===== config.mk =====
export PLATFORM = sky130hd
export DESIGN_NAME = rvCore
export DESIGN_NICKNAME = d
export VERILOG_FILES = /design/src/rvPkg.sv /design/src/csrFile.sv /design/src/decoder.sv /design/src/execStage.sv /design/src/fetchUnit.sv /design/src/loadStore.sv /design/src/regFile.sv /design/src/rvCore.sv
export SDC_FILE = /design/constraint.sdc
export NUM_CORES = 2
export LEC_CHECK = 0
export BUFFER_PORTS_ARGS = -buffer_cell sky130_fd_sc_hd__buf_2
export CAP_MARGIN = 25
export CORE_ASPECT_RATIO = 0.75
export CORE_UTILIZATION = 25
export DETAILED_ROUTE_END_ITERATION = 8
export PLACE_DENSITY_LB_ADDON = 0.15
export SYNTH_ARGS = -nofsm -noshare
export SYNTH_HDL_FRONTEND = slang
export SYNTH_SLANG_ARGS = --single-unit
export TNS_END_PERCENT = 10

===== constraint.sdc =====
create_clock -name clk -period 7.4 [get_ports clk]
set_input_delay 0.37 -clock clk [delete_from_list [all_inputs] [get_ports clk]]
set_output_delay 0.37 -clock clk [all_outputs]
set_load 0.02 [all_outputs]

===== src/rvPkg.sv =====
package rvPkg;

  // RV32I major opcodes
  typedef enum logic [6:0] {
    opcOp     = 7'b0110011,
    opcOpImm  = 7'b0010011,
    opcLoad   = 7'b0000011,
    opcStore  = 7'b0100011,
    opcBranch = 7'b1100011,
    opcJal    = 7'b1101111,
    opcJalr   = 7'b1100111,
    opcLui    = 7'b0110111,
    opcAuipc  = 7'b0010111,
    opcSystem = 7'b1110011
  } opcodeE;

  typedef enum logic [3:0] {
    aluAdd, aluSub, aluSll, aluSlt, aluSltu, aluXor,
    aluSrl, aluSra, aluOr, aluAnd, aluPassB
  } aluOpE;

  typedef enum logic [1:0] {bReg, bImm, bCsr} aluBSelE;

  typedef enum logic [1:0] {wbMem, wbAlu, wbPcPlus4, wbCsr} wbSelE;

  typedef enum logic [1:0] {stFetch, stExecute, stMemory, stHalted} coreStateE;

  // machine CSR addresses
  localparam logic [11:0] csrMtvec  = 12'h305;
  localparam logic [11:0] csrMepc   = 12'h341;
  localparam logic [11:0] csrMcause = 12'h342;

  typedef struct packed {
    aluOpE       aluOp;
    logic        aluASel;      // 1 selects pc
    aluBSelE     aluBSel;
    logic        branch;
    logic [2:0]  brFunct;
    logic        jump;
    logic        memRead;
    logic        memWrite;
    logic [1:0]  memSize;      // byte, half, word
    logic        memUnsigned;
    logic        regWrite;
    wbSelE       wbSel;
    logic        csrEn;
    logic        csrSet;
    logic [11:0] csrId;
    logic        ecall;
    logic        mret;
    logic        ebreak;
    logic [31:0] imm;
  } ctrlT;

  typedef struct packed {
    logic [31:0] paddr;
    logic        psel;
    logic        penable;
    logic        pwrite;
    logic [31:0] pwdata;
    logic [3:0]  pstrb;
  } apbReqT;

  typedef struct packed {
    logic [31:0] prdata;
    logic        pready;
    logic        pslverr;
  } apbRspT;

endpackage

===== src/csrFile.sv =====
`timescale 1ns/1ps

module csrFile (
  input  logic        clk,
  input  logic        arstN,
  input  logic        commit,
  input  rvPkg::ctrlT ctrl,
  input  logic [31:0] pc,
  input  logic [31:0] wdata,
  output logic [31:0] rdata,
  output logic [31:0] mtvec,
  output logic [31:0] mepc
);

  import rvPkg::*;

  logic [31:0] mcause;
  logic [31:0] newVal;

  always_comb begin
    case (ctrl.csrId)
      csrMtvec:  rdata = mtvec;
      csrMepc:   rdata = mepc;
      csrMcause: rdata = mcause;
      default:   rdata = 32'h0;
    endcase
  end

  // csrrs ors into the old value
  assign newVal = ctrl.csrSet ? (rdata | wdata) : wdata;

  always_ff @(posedge clk or negedge arstN) begin
    if (!arstN) begin
      mtvec  <= 32'h0;
      mepc   <= 32'h0;
      mcause <= 32'h0;
    end else if (commit) begin
      if (ctrl.ecall) begin
        mepc   <= pc;
        mcause <= 32'd11;
      end else if (ctrl.csrEn) begin
        case (ctrl.csrId)
          csrMtvec:  mtvec  <= newVal;
          csrMepc:   mepc   <= newVal;
          csrMcause: mcause <= newVal;
          default: ;
        endcase
      end
    end
  end

endmodule


===== src/decoder.sv =====
`timescale 1ns/1ps

module decoder (
  input  logic [31:0] inst,
  output rvPkg::ctrlT ctrl
);

  import rvPkg::*;

  logic [2:0]  funct3;
  logic        funct7b5;
  logic [31:0] immI;
  logic [31:0] immS;
  logic [31:0] immB;
  logic [31:0] immU;
  logic [31:0] immJ;

  assign funct3   = inst[14:12];
  assign funct7b5 = inst[30];

  assign immI = {{20{inst[31]}}, inst[31:20]};
  assign immS = {{20{inst[31]}}, inst[31:25], inst[11:7]};
  assign immB = {{19{inst[31]}}, inst[31], inst[7], inst[30:25], inst[11:8], 1'b0};
  assign immU = {inst[31:12], 12'h000};
  assign immJ = {{11{inst[31]}}, inst[31], inst[19:12], inst[20], inst[30:21], 1'b0};

  // shared by op and opImm, sub only exists for register form
  function automatic aluOpE arithOp(input logic [2:0] f3, input logic alt, input logic isReg);
    aluOpE op;
    case (f3)
      3'b000:  op = (isReg && alt) ? aluSub : aluAdd;
      3'b001:  op = aluSll;
      3'b010:  op = aluSlt;
      3'b011:  op = aluSltu;
      3'b100:  op = aluXor;
      3'b101:  op = alt ? aluSra : aluSrl;
      3'b110:  op = aluOr;
      default: op = aluAnd;
    endcase
    return op;
  endfunction

  always_comb begin
    ctrl         = '0;
    ctrl.aluOp   = aluAdd;
    ctrl.aluBSel = bImm;
    ctrl.wbSel   = wbAlu;
    ctrl.brFunct = funct3;
    case (opcodeE'(inst[6:0]))
      opcOp: begin
        ctrl.aluOp    = arithOp(funct3, funct7b5, 1'b1);
        ctrl.aluBSel  = bReg;
        ctrl.regWrite = 1'b1;
      end
      opcOpImm: begin
        ctrl.aluOp    = arithOp(funct3, funct7b5, 1'b0);
        ctrl.imm      = immI;
        ctrl.regWrite = 1'b1;
      end
      opcLoad: begin
        ctrl.imm         = immI;
        ctrl.memRead     = 1'b1;
        ctrl.memSize     = funct3[1:0];
        ctrl.memUnsigned = funct3[2];
        ctrl.regWrite    = 1'b1;
        ctrl.wbSel       = wbMem;
      end
      opcStore: begin
        ctrl.imm      = immS;
        ctrl.memWrite = 1'b1;
        ctrl.memSize  = funct3[1:0];
      end
      opcBranch: begin
        ctrl.aluASel = 1'b1;
        ctrl.imm     = immB;
        ctrl.branch  = 1'b1;
      end
      opcJal: begin
        ctrl.aluASel  = 1'b1;
        ctrl.imm      = immJ;
        ctrl.jump     = 1'b1;
        ctrl.regWrite = 1'b1;
        ctrl.wbSel    = wbPcPlus4;
      end
      opcJalr: begin
        ctrl.imm      = immI;
        ctrl.jump     = 1'b1;
        ctrl.regWrite = 1'b1;
        ctrl.wbSel    = wbPcPlus4;
      end
      opcLui: begin
        ctrl.aluOp    = aluPassB;
        ctrl.imm      = immU;
        ctrl.regWrite = 1'b1;
      end
      opcAuipc: begin
        ctrl.aluASel  = 1'b1;
        ctrl.imm      = immU;
        ctrl.regWrite = 1'b1;
      end
      opcSystem: begin
        if (funct3 == 3'b000) begin
          ctrl.ecall  = (inst[31:20] == 12'h000);
          ctrl.ebreak = (inst[31:20] == 12'h001);
          ctrl.mret   = (inst[31:20] == 12'h302);
        end else if (funct3 == 3'b001 || funct3 == 3'b010) begin
          // csrrw / csrrs, old value goes to rd
          ctrl.aluOp    = aluPassB;
          ctrl.aluBSel  = bCsr;
          ctrl.csrEn    = 1'b1;
          ctrl.csrSet   = funct3[1];
          ctrl.csrId    = inst[31:20];
          ctrl.regWrite = 1'b1;
          ctrl.wbSel    = wbCsr;
        end
      end
      default: ;
    endcase
  end

endmodule


===== src/execStage.sv =====
`timescale 1ns/1ps

module execStage (
  input  rvPkg::ctrlT ctrl,
  input  logic [31:0] pc,
  input  logic [31:0] rs1Data,
  input  logic [31:0] rs2Data,
  input  logic [31:0] csrRdata,
  input  logic [31:0] memData,
  input  logic [31:0] mtvec,
  input  logic [31:0] mepc,
  output logic [31:0] aluOut,
  output logic [31:0] nextPc,
  output logic [31:0] wbData
);

  import rvPkg::*;

  logic [31:0] opA;
  logic [31:0] opB;
  logic [4:0]  shamt;
  logic [31:0] pcPlus4;
  logic        brEq;
  logic        brLt;
  logic        brTaken;

  assign pcPlus4 = pc + 32'd4;

  // operand select
  assign opA = ctrl.aluASel ? pc : rs1Data;

  always_comb begin
    case (ctrl.aluBSel)
      bReg:    opB = rs2Data;
      bCsr:    opB = csrRdata;
      default: opB = ctrl.imm;
    endcase
  end

  assign shamt = opB[4:0];

  always_comb begin
    case (ctrl.aluOp)
      aluSub:   aluOut = opA - opB;
      aluSll:   aluOut = opA << shamt;
      aluSlt:   aluOut = {31'h0, $signed(opA) < $signed(opB)};
      aluSltu:  aluOut = {31'h0, opA < opB};
      aluXor:   aluOut = opA ^ opB;
      aluSrl:   aluOut = opA >> shamt;
      aluSra:   aluOut = $unsigned($signed(opA) >>> shamt);
      aluOr:    aluOut = opA | opB;
      aluAnd:   aluOut = opA & opB;
      aluPassB: aluOut = opB;
      default:  aluOut = opA + opB;
    endcase
  end

  // branch compare, funct3[1] picks unsigned, funct3[0] inverts
  assign brEq    = (rs1Data == rs2Data);
  assign brLt    = ctrl.brFunct[1] ? (rs1Data < rs2Data)
                                   : ($signed(rs1Data) < $signed(rs2Data));
  assign brTaken = ctrl.brFunct[2] ? (brLt ^ ctrl.brFunct[0]) : (brEq ^ ctrl.brFunct[0]);

  always_comb begin
    if (ctrl.mret) begin
      nextPc = mepc;
    end else if (ctrl.ecall) begin
      nextPc = mtvec;
    end else if (ctrl.jump || (ctrl.branch && brTaken)) begin
      // jalr needs bit 0 cleared, other targets are already even
      nextPc = {aluOut[31:1], 1'b0};
    end else begin
      nextPc = pcPlus4;
    end
  end

  always_comb begin
    case (ctrl.wbSel)
      wbMem:     wbData = memData;
      wbPcPlus4: wbData = pcPlus4;
      wbCsr:     wbData = csrRdata;
      default:   wbData = aluOut;
    endcase
  end

endmodule


===== src/fetchUnit.sv =====
`timescale 1ns/1ps

module fetchUnit #(
  parameter logic [31:0] resetPc = 32'h0
) (
  input  logic          clk,
  input  logic          arstN,
  input  logic          start,
  input  logic          commit,
  input  logic [31:0]   nextPc,
  output logic [31:0]   pc,
  output logic [31:0]   inst,
  output logic          fetchDone,
  output logic          fault,
  output rvPkg::apbReqT iReq,
  input  rvPkg::apbRspT iRsp
);

  logic psel;
  logic penable;
  logic xferEnd;

  // access phase finishing this cycle
  assign xferEnd   = penable & iRsp.pready;
  assign fetchDone = xferEnd & ~iRsp.pslverr;
  assign fault     = xferEnd & iRsp.pslverr;

  always_ff @(posedge clk or negedge arstN) begin
    if (!arstN) begin
      psel    <= 1'b0;
      penable <= 1'b0;
      pc      <= resetPc;
    end else begin
      if (start) begin
        psel    <= 1'b1;
        penable <= 1'b0;
      end else if (psel && !penable) begin
        penable <= 1'b1;
      end else if (xferEnd) begin
        psel    <= 1'b0;
        penable <= 1'b0;
      end
      if (commit) begin
        pc <= nextPc;
      end
    end
  end

  // instruction held until the next fetch completes
  always_ff @(posedge clk) begin
    if (xferEnd) begin
      inst <= iRsp.prdata;
    end
  end

  always_comb begin
    iReq.paddr   = pc;
    iReq.psel    = psel;
    iReq.penable = penable;
    iReq.pwrite  = 1'b0;
    iReq.pwdata  = 32'h0;
    iReq.pstrb   = 4'h0;
  end

endmodule


===== src/loadStore.sv =====
`timescale 1ns/1ps

module loadStore (
  input  logic          clk,
  input  logic          arstN,
  input  logic          start,
  input  rvPkg::ctrlT   ctrl,
  input  logic [31:0]   addr,
  input  logic [31:0]   storeData,
  output logic [31:0]   loadData,
  output logic          memDone,
  output logic          fault,
  output rvPkg::apbReqT dReq,
  input  rvPkg::apbRspT dRsp
);

  logic        psel;
  logic        penable;
  logic        xferEnd;
  logic [31:0] paddr;
  logic        pwrite;
  logic [31:0] pwdata;
  logic [3:0]  pstrb;
  logic [31:0] laneData;

  assign xferEnd = penable & dRsp.pready;
  assign memDone = xferEnd & ~dRsp.pslverr;
  assign fault   = xferEnd & dRsp.pslverr;

  always_ff @(posedge clk or negedge arstN) begin
    if (!arstN) begin
      psel    <= 1'b0;
      penable <= 1'b0;
    end else if (start) begin
      psel    <= 1'b1;
      penable <= 1'b0;
    end else if (psel && !penable) begin
      penable <= 1'b1;
    end else if (xferEnd) begin
      psel    <= 1'b0;
      penable <= 1'b0;
    end
  end

  // request captured at start, lanes replicated and strobed
  always_ff @(posedge clk) begin
    if (start) begin
      paddr  <= addr;
      pwrite <= ctrl.memWrite;
      case (ctrl.memSize)
        2'b00: begin
          pwdata <= {4{storeData[7:0]}};
          pstrb  <= 4'b0001 << addr[1:0];
        end
        2'b01: begin
          pwdata <= {2{storeData[15:0]}};
          pstrb  <= 4'b0011 << {addr[1], 1'b0};
        end
        default: begin
          pwdata <= storeData;
          pstrb  <= 4'b1111;
        end
      endcase
    end
  end

  assign dReq = '{paddr: paddr, psel: psel, penable: penable, pwrite: pwrite,
                  pwdata: pwdata, pstrb: pstrb};

  // move the addressed lane down, then extend
  assign laneData = dRsp.prdata >> {paddr[1:0], 3'b000};

  always_comb begin
    case (ctrl.memSize)
      2'b00:   loadData = {{24{laneData[7] & ~ctrl.memUnsigned}}, laneData[7:0]};
      2'b01:   loadData = {{16{laneData[15] & ~ctrl.memUnsigned}}, laneData[15:0]};
      default: loadData = dRsp.prdata;
    endcase
  end

endmodule


===== src/regFile.sv =====
`timescale 1ns/1ps

module regFile (
  input  logic        clk,
  input  logic        arstN,
  input  logic [4:0]  rs1,
  input  logic [4:0]  rs2,
  input  logic [4:0]  rd,
  input  logic        we,
  input  logic [31:0] wdata,
  output logic [31:0] rs1Data,
  output logic [31:0] rs2Data
);

  // x0 is not stored
  logic [31:0] regs [1:31];

  always_ff @(posedge clk or negedge arstN) begin
    if (!arstN) begin
      for (int i = 1; i < 32; i++) begin
        regs[i] <= 32'h0;
      end
    end else if (we && rd != 5'd0) begin
      regs[rd] <= wdata;
    end
  end

  assign rs1Data = (rs1 == 5'd0) ? 32'h0 : regs[rs1];
  assign rs2Data = (rs2 == 5'd0) ? 32'h0 : regs[rs2];

endmodule


===== src/rvCore.sv =====
`timescale 1ns/1ps

module rvCore #(
  parameter logic [31:0] resetPc = 32'h0
) (
  input  logic          clk,
  input  logic          arstN,
  output rvPkg::apbReqT iReq,
  input  rvPkg::apbRspT iRsp,
  output rvPkg::apbReqT dReq,
  input  rvPkg::apbRspT dRsp,
  output logic          halted
);

  import rvPkg::*;

  coreStateE   state;
  ctrlT        ctrl;
  logic        firstFetch;
  logic        fetchStart;
  logic        memStart;
  logic        commit;
  logic        isMem;
  logic        fetchDone;
  logic        iFault;
  logic        memDone;
  logic        dFault;
  logic [31:0] pc;
  logic [31:0] inst;
  logic [31:0] nextPc;
  logic [31:0] aluOut;
  logic [31:0] wbData;
  logic [31:0] rs1Data;
  logic [31:0] rs2Data;
  logic [31:0] csrRdata;
  logic [31:0] mtvec;
  logic [31:0] mepc;
  logic [31:0] loadData;

  assign isMem    = ctrl.memRead | ctrl.memWrite;
  assign memStart = (state == stExecute) & isMem;

  // loads and stores commit on memDone, everything else leaves execute
  always_comb begin
    case (state)
      stExecute: commit = ~ctrl.ebreak & ~isMem;
      stMemory:  commit = memDone;
      default:   commit = 1'b0;
    endcase
  end

  // next fetch setup starts on the commit edge
  assign fetchStart = firstFetch | commit;
  assign halted     = (state == stHalted);

  always_ff @(posedge clk or negedge arstN) begin
    if (!arstN) begin
      state      <= stFetch;
      firstFetch <= 1'b1;
    end else begin
      firstFetch <= 1'b0;
      case (state)
        stFetch: begin
          if (iFault) begin
            state <= stHalted;
          end else if (fetchDone) begin
            state <= stExecute;
          end
        end
        stExecute: begin
          if (ctrl.ebreak) begin
            state <= stHalted;
          end else if (isMem) begin
            state <= stMemory;
          end else begin
            state <= stFetch;
          end
        end
        stMemory: begin
          if (dFault) begin
            state <= stHalted;
          end else if (memDone) begin
            state <= stFetch;
          end
        end
        default: state <= stHalted;
      endcase
    end
  end

  fetchUnit #(.resetPc(resetPc)) u_fetch (
    .clk(clk), .arstN(arstN), .start(fetchStart), .commit(commit),
    .nextPc(nextPc), .pc(pc), .inst(inst), .fetchDone(fetchDone),
    .fault(iFault), .iReq(iReq), .iRsp(iRsp)
  );

  decoder u_decoder (.inst(inst), .ctrl(ctrl));

  execStage u_exec (
    .ctrl(ctrl), .pc(pc), .rs1Data(rs1Data), .rs2Data(rs2Data),
    .csrRdata(csrRdata), .memData(loadData), .mtvec(mtvec), .mepc(mepc),
    .aluOut(aluOut), .nextPc(nextPc), .wbData(wbData)
  );

  regFile u_regs (
    .clk(clk), .arstN(arstN), .rs1(inst[19:15]), .rs2(inst[24:20]),
    .rd(inst[11:7]), .we(commit & ctrl.regWrite), .wdata(wbData),
    .rs1Data(rs1Data), .rs2Data(rs2Data)
  );

  csrFile u_csr (
    .clk(clk), .arstN(arstN), .commit(commit), .ctrl(ctrl), .pc(pc),
    .wdata(rs1Data), .rdata(csrRdata), .mtvec(mtvec), .mepc(mepc)
  );

  loadStore u_lsu (
    .clk(clk), .arstN(arstN), .start(memStart), .ctrl(ctrl), .addr(aluOut),
    .storeData(rs2Data), .loadData(loadData), .memDone(memDone),
    .fault(dFault), .dReq(dReq), .dRsp(dRsp)
  );

endmodule


==> impl_metrics.sql <==
INSERT INTO impl_metrics (metric_group, metric, value, unit) VALUES
('drt', 'post_drt_via_cell_ratio', '5.74', ''),
('drt', 'dr.pass1.iters', '7', ''),
('clock_tree', 'clock_tree.buffer_depth', '4', ''),
('synthesis', 'synth-main-ff-cell', 'sky130_fd_sc_hd__dfrtp_1', ''),
('global_route', 'initial_antenna_violation_count', '46', ''),
('power_and_ir_drop', 'cellPowerDensity', '184', 'nW/um2'),
('critical_path', 'arrival', '8.16', 'ns'),
('global_route', 'globalRoute.totalOverflow', '0', ''),
('finish', 'final_net_count', '8417', ''),
('outcome', 'outcome', 'finished, violations left', ''),
('sta', 'post-route-period-util', '1.01', ''),
('floorplanning', 'floorplan.rows', '174', ''),
('sta', 'clock_skew_after_layout', '0.0779', 'ns'),
('finish', 'drive_above_1_share', '0.219', ''),
('floorplanning', 'placeableCoreArea', '300000', 'um2'),
('outcome', 'failing_checks', 'setup timing', ''),
('sta', 'setup_viol_count_final', '19', ''),
('critical_path', 'setup.worst_path.end_class', 'flip-flop', ''),
('place', 'dpl-instance-area', '84900', 'um2'),
('synthesis', 'synth_cells', '7876', ''),
('drt', 'route.final.wire_length', '427000', 'um'),
('flow_run', 'cap_violations', '0', ''),
('power_and_ir_drop', 'power_report.internal_total', '11.8', 'mW'),
('global_route', 'global_route_wire_length_before_repair', '583000', 'um'),
('finish', 'final_cells', '12300', ''),
('place', 'gpl.final_weighted_congestion', '1.02', ''),
('synthesis', 'syn_avg_cell_area', '9.60', 'um2'),
('drt', 'route.antenna.remaining_nets', '0', ''),
('synthesis', 'syn_area', '75600', 'um2'),
('power_and_ir_drop', 'net_switching_share_of_the_total_power', '0.290', ''),
('finish', 'area_delta_synth_final', '19.4', '%'),
('critical_path', 'start_kind', 'flip-flop', ''),
('power_and_ir_drop', 'net-switching-power', '4.83', 'mW'),
('synthesis', 'synth-async-reset-ratio', '0.918', ''),
('global_route', 'grt_pass1_vias', '66400', ''),
('critical_path', 'cell_at_the_slowest_stage_of_the_critical_path', 'sky130_fd_sc_hd__or4_1', ''),
('place', 'dp.cells', '12000', ''),
('critical_path', 'max_stage_delay', '0.85', 'ns'),
('synthesis', 'yosys.cell_types.count', '107', ''),
('worst_hold_path', 'hold_path_class', 'input port to asynchronous set/reset pin', ''),
('sta', 'grt_setup_unrepaired', 'false', ''),
('floorplanning', 'floorplan.die.width', '637', 'um'),
('synthesis', 'synth.ff_latch_count', '1228', ''),
('floorplanning', 'initial_core_util', '0.252', ''),
('power_and_ir_drop', 'totalPowerFinal', '16.7', 'mW'),
('critical_path', 'worst_ep_required_time', '8.11', 'ns'),
('power_and_ir_drop', 'ir_drop', '0.173', 'mV'),
('drt', 'route.vias.total', '70600', ''),
('clock_tree', 'root_buffer_cell', 'sky130_fd_sc_hd__clkbuf_16', ''),
('clock_tree', 'clock_latency', '0.86', 'ns'),
('synthesis', 'synth_edf_count', '101', ''),
('global_route', 'grt_start_max_net_pins', '181', ''),
('place', 'hpwl', '314000', 'um'),
('clock_tree', 'htree_levels', '4', ''),
('drt', 'detail_route.iter0.violations', '9525', ''),
('critical_path', 'path_class', 'flip-flop to flip-flop', ''),
('sta', 'worst_slack', '-0.0488', 'ns'),
('global_route', 'grt_usage', '0.273', ''),
('clock_tree', 'post-cts-setup-buffer-count', '0', ''),
('critical_path', 'critical_path.n_buffers_inverters', '7', ''),
('floorplanning', 'floorplan.die_area', '305000', 'um2'),
('clock_tree', 'clock_sinks', '1228', ''),
('drt', 'wl_per_cell', '34.7', 'um'),
('power_and_ir_drop', 'p_leak', '38.4', 'nW'),
('critical_path', 'crit_path_cell_trace', 'buf_12 > buf_12 > buf_4 > mux4_2 > mux2_2 > o221ai_1 > buf_4 > nor2_1 > a211o_1 > inv_1 > a21oi_1 > o21ai_0 > nand2_1 > o21ai_0 > a211oi_1 > buf_4 > or4_1 > a211o_1 > buf_12 > nor2_1 > nor2_1', ''),
('floorplanning', 'die_span_in_y', '478', 'um'),
('place', 'numPortBuffers', '175', ''),
('sta', 'tns', '-0.435', 'ns'),
('sta', 'finalHoldViolCount', '0', ''),
('sta', 'period_needed', '7.45', 'ns'),
('power_and_ir_drop', 'combinationalPowerShare', '0.132', '');
through the flow:
| stage | setup slack, ns | hold WS [ns] | util |
|---|---|---|---|
| after floorplan | 0.0316 | 0.0744 | - |
| after global placement | -0.236 | 0.401 | 0.282 |
| after detailed placement | 0.198 | 0.410 | 0.283 |
| after CTS | 0.148 | 0.111 | 0.300 |
| after global routing | 0.00919 | 0.108 | 0.301 |
| final | -0.0488 | 0.0640 | 0.301 |
logic make-up after synthesis:
logic type / synth area share
adder cells (fa/ha/maj): 0.0225
multiplexers: 0.184
buffers and inverters: 0.0538
AND/OR/NAND/NOR: 0.134
XOR/XNOR: 0.00626
AO/OA/AOI/OAI: 0.187
other: 0.0000496
flip-flops: 0.413
path summary, 6_finish.rpt:
check,depth (start not counted),start,to,slack [ns]
setup / recovery,21,u_fetch.inst[15],u_regs.regs[139],-0.05
hold / removal,2,arstN,u_regs.regs[586],0.06
setup reg to reg,21,u_fetch.inst[15],u_regs.regs[139],-0.05
hold reg to reg,2,u_csr.mcause[5],u_csr.mcause[5],0.48
max in group asynchronous,4,arstN,u_regs.regs[648],5.06
min in group clk,2,iRsp[24],u_fetch.inst[22],0.23
metal layers:
metal / global-route usage / vias to the layer above / part of all wire
li1: - / 29500 / -
met1: 0.408 / 36600 / 0.46
met2: 0.364 / 3874 / 0.39
met3: 0.0980 / 594 / 0.12
met4: 0.0678 / 26 / 0.028
met5: 0 / - / 0.00041
power groups by stage:
stage	Clock (mW)	Sequential [mW]	Combinational, mW
finish	7.64	6.83	2.19
CTS	7.77	6.82	2.12
detailed placement	0	6.95	2.10
global placement	0	6.95	2.10
global route	8.02	6.82	2.27
floorplan	0	6.94	0.945
worst reg2reg max path, cell delays in order, from the launching register on:
cell	delay, ns
sky130_fd_sc_hd__edfxtp_1	0.48
sky130_fd_sc_hd__buf_12	0.29
sky130_fd_sc_hd__buf_12	0.24
sky130_fd_sc_hd__buf_4	0.27
sky130_fd_sc_hd__mux4_2	0.55
sky130_fd_sc_hd__mux2_2	0.31
sky130_fd_sc_hd__o221ai_1	0.46
sky130_fd_sc_hd__buf_4	0.26
sky130_fd_sc_hd__nor2_1	0.05
sky130_fd_sc_hd__a211o_1	0.48
sky130_fd_sc_hd__inv_1	0.41
sky130_fd_sc_hd__a21oi_1	0.15
sky130_fd_sc_hd__o21ai_0	0.36
sky130_fd_sc_hd__nand2_1	0.13
sky130_fd_sc_hd__o21ai_0	0.69
sky130_fd_sc_hd__a211oi_1	0.24
sky130_fd_sc_hd__buf_4	0.20
sky130_fd_sc_hd__or4_1	0.85
sky130_fd_sc_hd__a211o_1	0.46
sky130_fd_sc_hd__buf_12	0.21
sky130_fd_sc_hd__nor2_1	0.14
sky130_fd_sc_hd__nor2_1	0.07
repair_timing:
| item | in CTS | in global routing |
|---|---|---|
| setup endpoints to repair | 0 | 108 |
| hold buffers | 38 | 0 |
| hold endpoints to repair | 143 | 0 |
| resized for setup | 0 | 9 |
cell usage in the layout, fill, tap and decap left out, drive strengths merged, types with 74 or more instances in the layout:
master	synthesis	layout
dfrtp	1126	1126
nand2	1063	1063
o21ai	907	907
buf	282	862
nor2	726	726
a21oi	546	546
mux4	375	375
mux2i	332	332
clkbuf	472	216
nor3	205	205
mux2	179	179
ha	132	132
a22oi	130	130
inv	123	128
nand3	116	116
edfxtp	101	101
a211oi	84	84
o22ai	83	83
a31oi	74	74
cell type report:
class	instances	area, um2
fill	31400	210000
multi-input combinational	5804	41100
sequential	1228	31200
timing repair buffer	902	7610
tap	3960	4950
clock buffer	214	4440
inverter	127	479
clock inverter	46	424
antenna	22	55.1
sequential cells by signal, indices dropped and copies added, names as in the netlist:
signal           flops
u_lsu.pstrb          4
u_lsu.pwdata        32
u_csr.mcause        32
u_fetch.inst        32
u_csr.mepc          32
u_regs.regs        992
u_lsu.psel           1
firstFetch           1
state                2
u_fetch.psel         1
u_lsu.pwrite         1
u_lsu.penable        1
u_lsu.paddr         32
u_fetch.penable      1
u_csr.mtvec         32
u_fetch.pc          32
Yosys cell counts (all sizes together), types with 130 or more instances:
cell type / count / area [um2]
dfrtp: 1126 / 28200
nand2: 1063 / 3990
o21ai: 907 / 4540
nor2: 726 / 2730
a21oi: 546 / 2730
clkbuf: 472 / 1780
mux4: 375 / 8450
mux2i: 332 / 3330
buf: 282 / 1810
nor3: 205 / 1050
mux2: 179 / 2130
ha: 132 / 1650
a22oi: 130 / 981
No activity file was read; power rests on OpenSTA's default activity.
